--- src/verilog/ps2_kbd_pkg.sv ---
package ps2_kbd_pkg;

	// PS/2 frame: start, 8 data bits LSB first, odd parity, stop
	localparam int FRAME_BITS = 11;
	localparam int BIT_CNT_W = $clog2(FRAME_BITS);
	localparam int FILTER_LEN = 4;        // Samples the clock line must hold
	localparam int IDLE_TIMEOUT = 2000;   // System clocks before a partial frame is dropped
	localparam int IDLE_CNT_W = $clog2(IDLE_TIMEOUT);

	localparam logic [7:0] CODE_EXT = 8'hE0;    // Extended prefix
	localparam logic [7:0] CODE_BREAK = 8'hF0;  // Break prefix

	// Set 2 scan codes
	localparam logic [7:0] KEY_1 = 8'h16;
	localparam logic [7:0] KEY_2 = 8'h1E;
	localparam logic [7:0] KEY_3 = 8'h26;
	localparam logic [7:0] KEY_4 = 8'h25;
	localparam logic [7:0] KEY_W = 8'h1D;
	localparam logic [7:0] KEY_A = 8'h1C;
	localparam logic [7:0] KEY_S = 8'h1B;
	localparam logic [7:0] KEY_D = 8'h23;
	localparam logic [7:0] KEY_NUM = 8'h77;
	localparam logic [7:0] KEY_SLASH = 8'h4A;   // Keypad /, needs E0
	localparam logic [7:0] KEY_STAR = 8'h7C;
	localparam logic [7:0] KEY_MINUS = 8'h7B;
	localparam logic [7:0] KEY_UP = 8'h75;      // Arrows need E0
	localparam logic [7:0] KEY_DOWN = 8'h72;
	localparam logic [7:0] KEY_LEFT = 8'h6B;
	localparam logic [7:0] KEY_RIGHT = 8'h74;

	// Bit positions in the joystick word
	localparam logic [3:0] JOY_RIGHT = 4'd0;
	localparam logic [3:0] JOY_LEFT = 4'd1;
	localparam logic [3:0] JOY_DOWN = 4'd2;
	localparam logic [3:0] JOY_UP = 4'd3;
	localparam logic [3:0] JOY_B1 = 4'd4;
	localparam logic [3:0] JOY_B2 = 4'd5;
	localparam logic [3:0] JOY_B3 = 4'd6;
	localparam logic [3:0] JOY_B4 = 4'd7;
	localparam logic [3:0] JOY_D = 4'd8;
	localparam logic [3:0] JOY_A = 4'd9;
	localparam logic [3:0] JOY_S = 4'd10;
	localparam logic [3:0] JOY_W = 4'd11;
	localparam logic [3:0] JOY_NUM = 4'd12;
	localparam logic [3:0] JOY_SLASH = 4'd13;
	localparam logic [3:0] JOY_STAR = 4'd14;
	localparam logic [3:0] JOY_MINUS = 4'd15;

	typedef struct packed {
		logic [7:0] code;
		logic       released;   // Break event when set
		logic       extended;   // Preceded by E0
	} key_event_t;

	typedef struct packed {
		logic [7:0] code;
		logic       extended;
		logic [3:0] joy_bit;
	} key_map_t;

	localparam int KEY_COUNT = 16;

	localparam key_map_t KEY_MAP [KEY_COUNT] = '{
		'{KEY_1,     1'b0, JOY_B1},
		'{KEY_2,     1'b0, JOY_B2},
		'{KEY_3,     1'b0, JOY_B3},
		'{KEY_4,     1'b0, JOY_B4},
		'{KEY_W,     1'b0, JOY_W},
		'{KEY_A,     1'b0, JOY_A},
		'{KEY_S,     1'b0, JOY_S},
		'{KEY_D,     1'b0, JOY_D},
		'{KEY_NUM,   1'b0, JOY_NUM},
		'{KEY_SLASH, 1'b1, JOY_SLASH},
		'{KEY_STAR,  1'b0, JOY_STAR},
		'{KEY_MINUS, 1'b0, JOY_MINUS},
		'{KEY_UP,    1'b1, JOY_UP},
		'{KEY_DOWN,  1'b1, JOY_DOWN},
		'{KEY_LEFT,  1'b1, JOY_LEFT},
		'{KEY_RIGHT, 1'b1, JOY_RIGHT}
	};

endpackage

--- src/verilog/key_event_if.sv ---
interface key_event_if;

	logic                    valid;  // One-cycle strobe
	ps2_kbd_pkg::key_event_t ev;     // Only meaningful while valid is high

	// Parser side
	modport source (
		output valid,
		output ev
	);

	// Mapper side
	modport sink (
		input valid,
		input ev
	);

endinterface

--- src/verilog/ps2_frame_rx.sv ---
module ps2_frame_rx (
	input  logic       clk,
	input  logic       rst_n,
	input  logic       ps2_clk,
	input  logic       ps2_data,
	output logic       byte_valid,
	output logic [7:0] byte_data,
	output logic       frame_error
);

	localparam int FB = ps2_kbd_pkg::FRAME_BITS;
	localparam int FL = ps2_kbd_pkg::FILTER_LEN;
	localparam int BCW = ps2_kbd_pkg::BIT_CNT_W;
	localparam int ICW = ps2_kbd_pkg::IDLE_CNT_W;

	logic [1:0]     ps2_clk_sync;
	logic [1:0]     ps2_data_sync;
	logic [FL-1:0]  clk_hist;
	logic           clk_filt;
	logic           clk_low;
	logic           clk_high;
	logic           fall_edge;
	logic           data_bit;

	logic [FB-1:0]  shift_reg;
	logic [FB-1:0]  frame;
	logic [BCW-1:0] bit_cnt;
	logic           last_bit;
	logic           frame_ok;
	logic [ICW-1:0] idle_cnt;
	logic           idle_expired;

	// Two-flop synchronizers, idle level is high
	always_ff @(posedge clk or negedge rst_n) begin
		if (!rst_n) begin
			ps2_clk_sync <= 2'b11;
			ps2_data_sync <= 2'b11;
		end else begin
			ps2_clk_sync <= {ps2_clk_sync[0], ps2_clk};
			ps2_data_sync <= {ps2_data_sync[0], ps2_data};
		end
	end

	// Glitch filter on the clock line
	always_ff @(posedge clk or negedge rst_n) begin
		if (!rst_n) begin
			clk_hist <= '1;
			clk_filt <= 1'b1;
		end else begin
			clk_hist <= {clk_hist[FL-2:0], ps2_clk_sync[1]};
			if (clk_low)
				clk_filt <= 1'b0;
			else if (clk_high)
				clk_filt <= 1'b1;
		end
	end

	assign clk_low = (clk_hist == '0);     // Stable low for FL samples
	assign clk_high = (clk_hist == '1);
	assign fall_edge = clk_filt & clk_low;
	assign data_bit = ps2_data_sync[1];

	// Bits arrive LSB first, so new bits enter at the top
	assign frame = {data_bit, shift_reg[FB-1:1]};
	assign last_bit = (bit_cnt == BCW'(FB - 1));

	// Start 0, stop 1, odd parity over data plus parity
	assign frame_ok = ~frame[0] & frame[FB-1] & (^frame[FB-2:1]);

	assign idle_expired = (idle_cnt == ICW'(ps2_kbd_pkg::IDLE_TIMEOUT - 1));

	always_ff @(posedge clk) begin
		if (fall_edge)
			shift_reg <= frame;
		if (fall_edge && last_bit)
			byte_data <= frame[8:1];
	end

	always_ff @(posedge clk or negedge rst_n) begin
		if (!rst_n) begin
			bit_cnt <= '0;
			byte_valid <= 1'b0;
			frame_error <= 1'b0;
		end else begin
			byte_valid <= 1'b0;
			frame_error <= 1'b0;
			if (fall_edge) begin
				if (last_bit) begin
					bit_cnt <= '0;
					byte_valid <= frame_ok;
					frame_error <= ~frame_ok;
				end else begin
					bit_cnt <= bit_cnt + 1'b1;
				end
			end else if (idle_expired) begin
				bit_cnt <= '0;             // Drop partial frame
			end
		end
	end

	// Idle counter only runs while a frame is partly received
	always_ff @(posedge clk or negedge rst_n) begin
		if (!rst_n) begin
			idle_cnt <= '0;
		end else begin
			if (fall_edge || bit_cnt == '0 || idle_expired)
				idle_cnt <= '0;
			else
				idle_cnt <= idle_cnt + 1'b1;
		end
	end

endmodule

--- src/verilog/scancode_parser.sv ---
module scancode_parser (
	input  logic        clk,
	input  logic        rst_n,
	input  logic        byte_valid,
	input  logic [7:0]  byte_data,
	key_event_if.source evt
);

	logic ext_pend;   // E0 seen
	logic rel_pend;   // F0 seen
	logic is_ext;
	logic is_break;
	logic is_code;

	assign is_ext = (byte_data == ps2_kbd_pkg::CODE_EXT);
	assign is_break = (byte_data == ps2_kbd_pkg::CODE_BREAK);
	assign is_code = byte_valid & ~is_ext & ~is_break;

	// Prefix flags and event strobe
	always_ff @(posedge clk or negedge rst_n) begin
		if (!rst_n) begin
			ext_pend <= 1'b0;
			rel_pend <= 1'b0;
			evt.valid <= 1'b0;
		end else begin
			evt.valid <= is_code;
			if (byte_valid) begin
				if (is_ext) begin
					ext_pend <= 1'b1;
				end else if (is_break) begin
					rel_pend <= 1'b1;
				end else begin
					ext_pend <= 1'b0;   // Flags apply to one code only
					rel_pend <= 1'b0;
				end
			end
		end
	end

	// Event payload, captured together with the strobe
	always_ff @(posedge clk) begin
		if (is_code) begin
			evt.ev.code <= byte_data;
			evt.ev.released <= rel_pend;
			evt.ev.extended <= ext_pend;
		end
	end

endmodule

--- src/verilog/joystick_mapper.sv ---
module joystick_mapper (
	input  logic        clk,
	input  logic        rst_n,
	key_event_if.sink   evt,
	output logic [15:0] joystick
);

	logic       hit;
	logic [3:0] hit_bit;

	// Table lookup; code and extended flag must both match
	always_comb begin
		hit = 1'b0;
		hit_bit = '0;
		for (int i = 0; i < ps2_kbd_pkg::KEY_COUNT; i++) begin
			if (evt.ev.code == ps2_kbd_pkg::KEY_MAP[i].code &&
				evt.ev.extended == ps2_kbd_pkg::KEY_MAP[i].extended) begin
				hit = 1'b1;
				hit_bit = ps2_kbd_pkg::KEY_MAP[i].joy_bit;
			end
		end
	end

	// Pressed keys read as 1
	always_ff @(posedge clk or negedge rst_n) begin
		if (!rst_n) begin
			joystick <= '0;
		end else if (evt.valid && hit) begin
			joystick[hit_bit] <= ~evt.ev.released;
		end
	end

endmodule

--- src/verilog/ps2_joystick_top.sv ---
module ps2_joystick_top (
	input  logic        clk,
	input  logic        rst_n,
	input  logic        ps2_clk,
	input  logic        ps2_data,
	output logic [15:0] joystick,
	output logic        frame_error
);

	logic       byte_valid;
	logic [7:0] byte_data;

	key_event_if kev ();

	// Frame receiver
	ps2_frame_rx i_ps2_frame_rx (
		.clk         (clk),
		.rst_n       (rst_n),
		.ps2_clk     (ps2_clk),
		.ps2_data    (ps2_data),
		.byte_valid  (byte_valid),
		.byte_data   (byte_data),
		.frame_error (frame_error)
	);

	// E0/F0 prefix handling
	scancode_parser i_scancode_parser (
		.clk        (clk),
		.rst_n      (rst_n),
		.byte_valid (byte_valid),
		.byte_data  (byte_data),
		.evt        (kev.source)
	);

	joystick_mapper i_joystick_mapper (
		.clk      (clk),
		.rst_n    (rst_n),
		.evt      (kev.sink),
		.joystick (joystick)
	);

endmodule

--- config.mk ---
export PLATFORM = sky130hd
export DESIGN_NAME = ps2_joystick_top
export DESIGN_NICKNAME = d
export VERILOG_FILES = /design/src/verilog/ps2_kbd_pkg.sv /design/src/verilog/key_event_if.sv /design/src/verilog/ps2_frame_rx.sv /design/src/verilog/scancode_parser.sv /design/src/verilog/joystick_mapper.sv /design/src/verilog/ps2_joystick_top.sv
export SDC_FILE = /design/constraint.sdc
export NUM_CORES = 1
export LEC_CHECK = 0
export BUFFER_PORTS_ARGS = -buffer_cell sky130_fd_sc_hd__clkbuf_2
export CORE_MARGIN = 8
export CORE_UTILIZATION = 40
export CTS_BUF_LIST = sky130_fd_sc_hd__clkbuf_16
export DETAILED_ROUTE_END_ITERATION = 8
export PLACE_DENSITY = 0.57
export SYNTH_ARGS = -nofsm -noshare
export SYNTH_HDL_FRONTEND = slang
export SYNTH_HIERARCHICAL = 1
export SYNTH_SLANG_ARGS = --single-unit
--- constraint.sdc ---
create_clock -name clk -period 5.82 [get_ports clk]
set_input_delay 0.582 -clock clk [delete_from_list [all_inputs] [get_ports clk]]
set_output_delay 0.582 -clock clk [all_outputs]
set_load 0.005 [all_outputs]
==> results.json <==
{
  "fin_area_mm2": 0.003880,
  "top_regs": "i_joystick_mapper/joystick: 16 flops, i_ps2_frame_rx/idle_cnt: 11 flops",
  "grt_antenna_before_repair": 0,
  "cp_max_fo": 14,
  "die_w_um": 108.2,
  "synth_edf_count": 28,
  "antenna_cells": 0,
  "relSlewSlack_pct": 50.85,
  "grt_max_degree": 46,
  "first_global_vias": 2129,
  "synth_async_sr_flop_share_pct": 61.64,
  "min_period_ps": 2269,
  "synth_warnings": 6,
  "io_pins": 21,
  "drive_gt1_share_pct": 21.36,
  "yosysSeqAreaShare_pct": 58.19,
  "multi_input_area_mm2": 0.001286,
  "dpl-instance-area_mm2": 0.003553,
  "syn_nets": 277,
  "cts_tree": "built",
  "powerDensity_mw_per_mm2": 304.1,
  "finalSetupViolations": 0,
  "final.setup.tns_ps": 0,
  "path_delay_family": "compound AO/OA/AOI/OAI gates",
  "crit_chain": "nor4bb_1 -> a32oi_1 -> o22a_1 -> nand3_1 -> a211oi_1 -> mux2i_1",
  "clock-sinks": 73,
  "max_freq_mhz": 440.7,
  "place_congestion": 0.8179,
  "synth_cells": 269,
  "grt_pass1_wl_um": 10250,
  "wirelength_um": 5984,
  "outcome": "completed",
  "hp-class": "in2async",
  "hold_buffers": 0,
  "synth_top_cell_area_share_pct": 26.50,
  "clk_pin_slew_ps": 60,
  "drtIter0Drc": 96,
  "clockBufferDepth": 2,
  "rows": 33,
  "clock_latency_ps": 320,
  "nFillCells": 747,
  "initial_core_util_pct": 41.37,
  "worst_pin_slew_ps": 729.6,
  "synth_area_mm2": 0.003400,
  "drtPass1Iterations": 4,
  "drv_slew": 0,
  "crit_slowest_cell": "edfxtp_1",
  "io_buffers": 20,
  "top_register": "i_joystick_mapper/joystick",
  "synth_area_leaders": "dfrtp_1 26%, edfxtp_1 25%, dfstp_2 7.0%",
  "syn_to_final_growth_pct": 14.13,
  "route.detailed.wl_per_inst_um": 14.96,
  "dieArea_mm2": 0.01171,
  "start_kind": "flip-flop",
  "cpPeakStageDelay_ps": 580,
  "via_per_inst": 5.308,
  "leakagePower_nw": 1.506,
  "numCtsBuffers": 9,
  "largest_reg_flops": 16,
  "endpoint_kind": "flip-flop",
  "drv_cap": 0,
  "finalHoldViolCount": 0,
  "worst-path-buf-inv": 0,
  "final-seq-area_mm2": 0.001978,
  "grt_overflow": 0,
  "ir_worst_vdd_v": 0.0001969,
  "grt.total_usage_pct": 10.98,
  "htreeDepth": 3,
  "dpl.hpwl_um": 4203,
  "die_y_um": 108.2,
  "final_nets": 298,
  "syn_area_per_cell_um2": 12.64,
  "fin_worst_skew_ps": 8.696,
  "rsz0062_at_grt": "no",
  "synth-seq-cells": 73,
  "synthDistinctLibCells": 66,
  "crit_arrival_ps": 2510,
  "path_class": "reg2reg",
  "cts_root_buffer": "clkbuf_16",
  "ant_nets": 0,
  "cts_resized": 0,
  "fin_crit_sh_pct": 38.99,
  "synthFlopType": "dfrtp_1",
  "core_mm2": 0.008217,
  "required_ps": 6060,
  "cts_setup_buffers": 0,
  "yosys.area.top_type": "dfrtp_1",
  "vias": 2123,
  "drc": 0
}
-- per-stage QoR --
step                instances  power (W)  util (%)  setup slack, ps  hold WS, ps
global route              400   0.001226     47.22             3340        326.3
CTS                       400   0.001197     47.22             3568        323.7
global placement          384  0.0005944     43.25             3610        346.1
finish                    400   0.001180     47.22             3551        332.3
detailed placement        384  0.0005951     43.25             3586        346.8
floorplan                 269  0.0005816         -             3792        286.4
-- power by group --
group          leakage [nW]  switching (W)  internal, W
registers             0.843     0.00000774     0.000544
logic                 0.504      0.0000203    0.0000115
clock network         0.160       0.000215     0.000380
-- path summary, 6_finish.rpt --
kind | to | slack [ps] | start | cells past startpoint
setup / recovery | i_joystick_mapper/joystick[8] | 3550 | i_scancode_parser/evt.ev[7] | 6
hold / removal | i_joystick_mapper/joystick[10] | 330 | rst_n | 2
setup reg to reg | i_joystick_mapper/joystick[8] | 3550 | i_scancode_parser/evt.ev[7] | 6
hold reg to reg | i_ps2_frame_rx/ps2_data_sync[1] | 360 | i_ps2_frame_rx/ps2_data_sync[0] | 0
max in group asynchronous | i_ps2_frame_rx/clk_filt | 5090 | rst_n | 2
min in group clk | i_ps2_frame_rx/ps2_data_sync[0] | 330 | ps2_data | 1
-- worst register-to-register path: cells and delay by family (launching register included) --
kind,cells,cell delay (ps)
flip-flops,1,580
AND/OR/NAND/NOR,2,490
multiplexers,1,220
AO/OA/AOI/OAI,3,900
-- synthesized netlist by cell type (4+ instances only) --
library cell and instances:
nand3_1 6, o41ai_1 4, xor2_1 7, nor2_1 22
o21ai_0 8, edfxtp_1 28, xnor2_1 10, o31ai_1 10
inv_1 11, nand4_1 4, nand2b_1 8, buf_6 4
mux2i_1 6, a21oi_1 6, dfrtp_1 36, dfstp_2 9
ha_1 4, nor3_1 6, nand2_1 11
-- cell usage in the layout, fill, tap and decap left out, types with 3 or more instances in the layout --
master,n
clkbuf_2,20
edfxtp_1,28
nor3b_1,3
xnor2_1,10
inv_1,11
o21ai_0,8
a21oi_1,6
nor2_1,22
nand2b_1,8
and3_1,3
mux2i_1,6
dfstp_2,9
nand2_1,11
nand4_1,4
dfrtp_1,36
clkbuf_16,9
nor3_1,6
nand3b_1,3
nor2_2,3
o41ai_1,4
o31ai_1,10
or3b_1,3
nand3_1,6
nand4b_1,3
ha_1,4
nand4bb_1,3
xor2_1,7
-- final cells by class --
class / count / area share (%)
Clock buffer: 9 / 5.805
Clock inverter: 7 / 2.612
Inverter: 12 / 1.290
Multi-Input combinational cell: 173 / 33.15
Sequential cell: 73 / 50.98
Tap cell: 105 / 3.386
Timing Repair Buffer: 21 / 2.773
-- cell families after synthesis --
family          count (synthesis)  synth area share (%)
compound gates                 46                 10.86
mux                             7                 2.098
xor+xnor                       18                 5.042
fa+ha+maj                       4                 1.472
buf+inv                        23                 3.975
flops                          73                 58.19
simple gates                   98                 18.37
-- routing by layer --
metal	share of wire (%)	global-route usage (%)
met1	45	12.86
met2	48	18.09
met3	4.6	3.450
met4	1.7	4.856
met5	0	0
(Power assumes the default switching activity.)
